[src/hdl/cache_pkg.sv]
// ~~~~~~~~~~~~~~~~~~~~
// cache widths, request op, core/line request structs
// and the two-view line union
// ~~~~~~~~~~~~~~~~~~~~

`default_nettype none

package cache_pkg;

  // core side
  localparam int ADDR_W = 64;  // byte address
  localparam int WORD_W = 64;  // core data word

  // line side
  localparam int LINE_W = 512;            // one 64-byte line
  localparam int LINE_BYTES = LINE_W / 8;
  localparam int LINE_WORDS = LINE_W / WORD_W;
  localparam int OFFS_W = $clog2(LINE_BYTES);  // 6 offset bits

  typedef enum logic {
    REQ_READ  = 1'b0,
    REQ_WRITE = 1'b1
  } req_op_e;

  // single-word request from the exerciser
  typedef struct packed {
    logic [ADDR_W-1:0] addr;   // byte address
    logic [WORD_W-1:0] wdata;  // lane 0 sits at addr
    logic [2:0]        bytes;  // byte count minus one
    req_op_e           op;
  } core_req_t;

  // one line transfer on the memory side
  typedef struct packed {
    req_op_e           op;
    logic [ADDR_W-1:0] addr;   // low OFFS_W bits zero
    logic [LINE_W-1:0] wdata;  // write-back payload
  } line_req_t;

  // same line storage, read as words or merged as bytes
  typedef union packed {
    logic [LINE_WORDS-1:0][WORD_W-1:0] words;
    logic [LINE_BYTES-1:0][7:0]        bytes;
  } cache_line_u;

endpackage

`default_nettype wire

[src/hdl/cache_exerciser.sv]
// ~~~~~~~~~~~~~~~~~~~~
// self-test traffic: LFSR writes, readback compare
// ~~~~~~~~~~~~~~~~~~~~

`timescale 1ns/1ns
`default_nettype none

module cache_exerciser #(
  parameter int GAP_CYCLES = 5
) (
  input  wire                            clk,
  input  wire                            rst,
  input  wire                            i_start,
  input  wire [63:0]                     i_seed,
  input  wire [63:0]                     i_base,      // 8-byte aligned
  input  wire [15:0]                     i_words,
  input  wire [2:0]                      i_wr_bytes,
  output cache_pkg::core_req_t           o_req,
  output logic                           o_req_valid,
  input  wire                            i_ack,
  input  wire [cache_pkg::WORD_W-1:0]    i_rdata,
  output logic                           o_busy,
  output logic                           o_done,
  output logic [15:0]                    o_err_cnt,
  output logic [cache_pkg::WORD_W-1:0]   o_last_rdata
);
  import cache_pkg::*;

  localparam int CNT_W = (GAP_CYCLES > 0) ? $clog2(GAP_CYCLES + 1) : 1;

  typedef enum logic [1:0] {
    ST_IDLE,
    ST_GAP,
    ST_REQ,
    ST_DONE
  } state_e;

  state_e            state_q;
  logic [CNT_W-1:0]  gap_q;       // pause counter
  logic [63:0]       lfsr_q;
  logic [63:0]       lfsr_next;
  logic [15:0]       words_q;     // words still to do
  logic [2:0]        wr_bytes_q;
  logic [WORD_W-1:0] lane_mask;
  logic              mismatch;
  logic              start_ok;
  logic              last_word;

  assign start_ok  = (state_q == ST_IDLE || state_q == ST_DONE) && i_start;
  assign last_word = (words_q == 16'd1);
  assign lfsr_next = {lfsr_q[62:0], lfsr_q[63] ^ lfsr_q[62] ^ lfsr_q[60] ^ lfsr_q[59]};

  assign o_busy = (state_q == ST_GAP) || (state_q == ST_REQ);
  assign o_done = (state_q == ST_DONE);

  // only the written lanes count, wdata still holds the written value
  always_comb begin
    lane_mask = '0;
    for (int k = 0; k < 8; k++) begin
      if (k <= int'(wr_bytes_q)) lane_mask[8*k +: 8] = 8'hff;
    end
  end
  assign mismatch = |((i_rdata ^ o_req.wdata) & lane_mask);

  always_ff @(posedge clk) begin
    if (rst) begin
      state_q     <= ST_IDLE;
      gap_q       <= '0;
      o_req_valid <= 1'b0;
      o_err_cnt   <= '0;
    end else begin
      case (state_q)
        ST_IDLE, ST_DONE: begin
          if (i_start) begin
            o_err_cnt <= '0;
            gap_q     <= '0;
            state_q   <= (i_words == 16'd0) ? ST_DONE : ST_GAP;
          end
        end
        ST_GAP: begin
          if (gap_q == CNT_W'(GAP_CYCLES)) begin
            o_req_valid <= 1'b1;
            state_q     <= ST_REQ;
          end else begin
            gap_q <= gap_q + 1'b1;
          end
        end
        ST_REQ: begin
          if (i_ack) begin
            o_req_valid <= 1'b0;  // low the cycle after ack
            gap_q       <= '0;
            if (o_req.op == REQ_READ) begin
              if (mismatch) o_err_cnt <= o_err_cnt + 16'd1;
              state_q <= last_word ? ST_DONE : ST_GAP;
            end else begin
              state_q <= ST_GAP;
            end
          end
        end
        default: state_q <= ST_IDLE;
      endcase
    end
  end

  // request payload and walk state
  always_ff @(posedge clk) begin
    if (start_ok) begin
      lfsr_q      <= i_seed;
      words_q     <= i_words;
      wr_bytes_q  <= i_wr_bytes;
      o_req.addr  <= i_base;
      o_req.wdata <= i_seed;
      o_req.bytes <= i_wr_bytes;
      o_req.op    <= REQ_WRITE;
    end else if (state_q == ST_REQ && i_ack) begin
      if (o_req.op == REQ_WRITE) begin
        lfsr_q      <= lfsr_next;
        o_req.op    <= REQ_READ;  // read back the same word
        o_req.bytes <= 3'd7;
      end else begin
        o_last_rdata <= i_rdata;
        words_q      <= words_q - 16'd1;
        o_req.addr   <= o_req.addr + 64'd8;
        o_req.wdata  <= lfsr_q;
        o_req.bytes  <= wr_bytes_q;
        o_req.op     <= REQ_WRITE;
      end
    end
  end

endmodule

`default_nettype wire

[config.mk]
export PLATFORM = sky130hd
export DESIGN_NAME = cache_exerciser
export DESIGN_NICKNAME = d
export VERILOG_FILES = /design/src/hdl/cache_pkg.sv /design/src/hdl/cache_exerciser.sv
export SDC_FILE = /design/constraint.sdc
export NUM_CORES = 1
export LEC_CHECK = 0
export BUFFER_PORTS_ARGS = -buffer_cell sky130_fd_sc_hd__buf_2
export CORE_MARGIN = 4
export CORE_UTILIZATION = 45
export DETAILED_ROUTE_END_ITERATION = 16
export PLACE_DENSITY = 0.75
export SKIP_CTS_REPAIR_TIMING = 1
export SYNTH_ARGS = -nofsm -noshare
export SYNTH_HDL_FRONTEND = slang
export SYNTH_SLANG_ARGS = --single-unit
[constraint.sdc]
create_clock -name clk -period 11 [get_ports clk]
set_clock_uncertainty 0.05 [all_clocks]
set_input_delay 0.55 -clock clk [delete_from_list [all_inputs] [get_ports clk]]
set_output_delay 0.55 -clock clk [all_outputs]
set_load 0.005 [all_outputs]
==> reports/metrics.yaml <==
fin_tns_setup_ns: 0
io_buffers: 429
seqPwrFrac_pct: 48.1
synth_flop_cell: "edfxtp_1"
internal_power_w: 0.00297
hold_class: "input pin to register"
drtPass1Iterations: 5
first_iter_violations: 867
netlist_area_sq_um: 14200
rsz0062_at_grt: "no"
cts_tree: "built"
drive_gt1_share_pct: 29.6
syn2layout_area_growth_pct: 25.6
grt_pass1_wl_mm: 61.8
required_ns: 11.08
grt_antenna_before_repair: 9
synth-edff-count: 278
pwr-share-clk_pct: 24.4
placementRows: 64
tightest_slew_ns: 1.14
viasPerCell: 5.45
ant_nets: 0
fin_util_pct: 57.7
slew_headroom_pct: 23.7
grt_usage_pct: 22.5
final_common_cell: "nand2_1"
ir_worst_vdd_mv: 0.180
core_area_sq_um: 30900
synth-async-reset-ratio_pct: 0
p_sw_w: 0.00158
cts_max_level: 2
drcViolationCount: 0
cts_root_buffer: "clkbuf_16"
avgSynthCellArea_sq_um: 11.0
dieHeight_microns: 186
grt_max_degree: 94
yosys.cell_types.count: 58
clk_path_buf_depth: 3
grt_pass1_vias: 11400
syn_nets: 1522
place.gp.congestion: 0.878
startpoint_type: "register"
synth-seq-area-share_pct: 62.0
yosys_warnings: 0
status: "finished clean"
clk_latency_ns: 0.50
worstSetupPathType: "register to register"
die-area_sq_um: 34500
wl_per_cell_microns: 19.2
clkTransAtPathRegs_ns: 0.06
slew_violations: 0
dp_hpwl_mm: 30.3
setup_viol: 0
worstPathArrival_ns: 4.07
cts_buffers: 34
ys_ff_latch: 301
hold_violations: 0
vias: 11700
layout.nets: 1944
grt-ovfl-total: 0
finalPower_w: 0.00455
pwr-share-comb_pct: 27.5
swShare_pct: 34.8
routed_wirelength_mm: 41.1
synthCells: 1297
dpl-instance-area_sq_um: 16700
finalCritPeriodShare_pct: 36.3
chipWidth_microns: 186
layout_common_cells: "nand2_1 (430), buf_2 (429), edfxtp_1 (278)"
period_needed_ns: 3.99
start_util_pct: 46.0
maxCapViolCount: 0
critPathCaptureType: "register"
p_leak_nw: 7.46
critPathMaxFanout: 75
final_area_sq_um: 17800
power.density_nw_per_um2: 255
timing.fmax_mhz: 250
io_pins: 430
cts_sinks: 301
-- flip-flops by register name (all words and copies together) (netlist names) --
name,cells
o_err_cnt,16
o_req,132
o_last_rdata,64
wr_bytes_q,3
lfsr_q,64
o_req_valid,1
state_q,2
gap_q,3
words_q,16
-- cell type report --
| class | count | area, sq um |
|---|---|---|
| timing repair buffer | 438 | 2210 |
| clock inverter | 22 | 158 |
| antenna | 3 | 7.51 |
| tap | 396 | 495 |
| fill | 2631 | 13100 |
| clock buffer | 40 | 937 |
| multi-input combinational | 922 | 5130 |
| sequential | 301 | 8810 |
| inverter | 22 | 87.6 |
-- power groups by stage --
stage / registers [W] / logic [W] / clock network [W]
floorplan: 0.00217 / 0.000720 / 0
global placement: 0.00218 / 0.00122 / 0
detailed placement: 0.00220 / 0.00126 / 0
CTS: 0.00218 / 0.00127 / 0.00113
global route: 0.00223 / 0.00140 / 0.00117
finish: 0.00219 / 0.00125 / 0.00111
-- final timing paths --
check	slack, ns	from	cells past startpoint	end
max reg2reg	7.01	state_q[0]$_SDFFE_PP0P_	8	o_last_rdata[41]$_DFFE_PP_
max	7.01	state_q[0]$_SDFFE_PP0P_	8	o_last_rdata[41]$_DFFE_PP_
min	0.20	i_rdata[19]	1	o_last_rdata[19]$_DFFE_PP_
min reg2reg	0.45	o_err_cnt[14]$_SDFFE_PP0P_	2	o_err_cnt[14]$_SDFFE_PP0P_
-- Yosys cell counts (all sizes together), types with 2 or more instances --
library cell,count,area (sq um)
o311ai,5,43.8
o211ai,7,52.6
dfxtp,23,460
or3,4,25.0
nand2,431,1620
a22o,4,35.0
ha,10,125
o31ai,17,133
edfxtp,278,8350
nor2b,6,37.5
a31oi,8,65.1
a21oi,16,91.3
nand3,37,185
nand4,25,178
or2,2,12.5
nand4b,2,17.5
xnor2,68,596
or4,13,101
buf,11,71.3
o22ai,5,31.3
and4,9,83.8
or4b,3,33.8
and3,17,106
xor2,67,587
inv,21,78.8
o21ai,70,358
nor2,41,154
and2,6,37.5
nor3,14,86.3
o41ai,9,78.8
nor4,19,161
clkbuf,41,154
-- metal layers --
layer,track usage (%),vias up,routed length (microns)
met4,6.09,10,979
met1,29.1,5583,16200
met3,5.26,77,3480
met5,0,-,67
li1,-,5473,-
met2,38.4,551,20400
-- stage by stage --
| stage | hold WS [ns] | std cells | setup slack [ns] |
|---|---|---|---|
| floorplan | 0.412 | 1297 | 2.90 |
| global placement | 0.426 | 2079 | 7.17 |
| detailed placement | 0.441 | 2079 | 7.01 |
| CTS | 0.175 | 2141 | 6.97 |
| global route | 0.177 | 2144 | 6.68 |
| finish | 0.197 | 2144 | 7.01 |
-- logic make-up (layout without fill, tap and decap cells) --
logic type | after synthesis | after routing | share of synthesized area (%)
compound gates | 147 | 147 | 6.61
xor+xnor | 135 | 135 | 8.32
fa+ha+maj | 10 | 10 | 0.880
buf+inv | 74 | 522 | 2.17
flops | 301 | 301 | 62.0
other cells | 0 | 3 | 0
simple gates | 630 | 630 | 20.0
-- worst max-delay path, cell delays in order, from the launching register on --
cell and delay (ns):
dfxtp_1 0.42, inv_1 0.07, ha_1 0.40, nand2_2 0.08, buf_4 0.68, nand2_1 0.13, buf_4 0.33, nor2_4 0.78
buf_4 0.55
No activity file was read; power rests on OpenSTA's default activity.
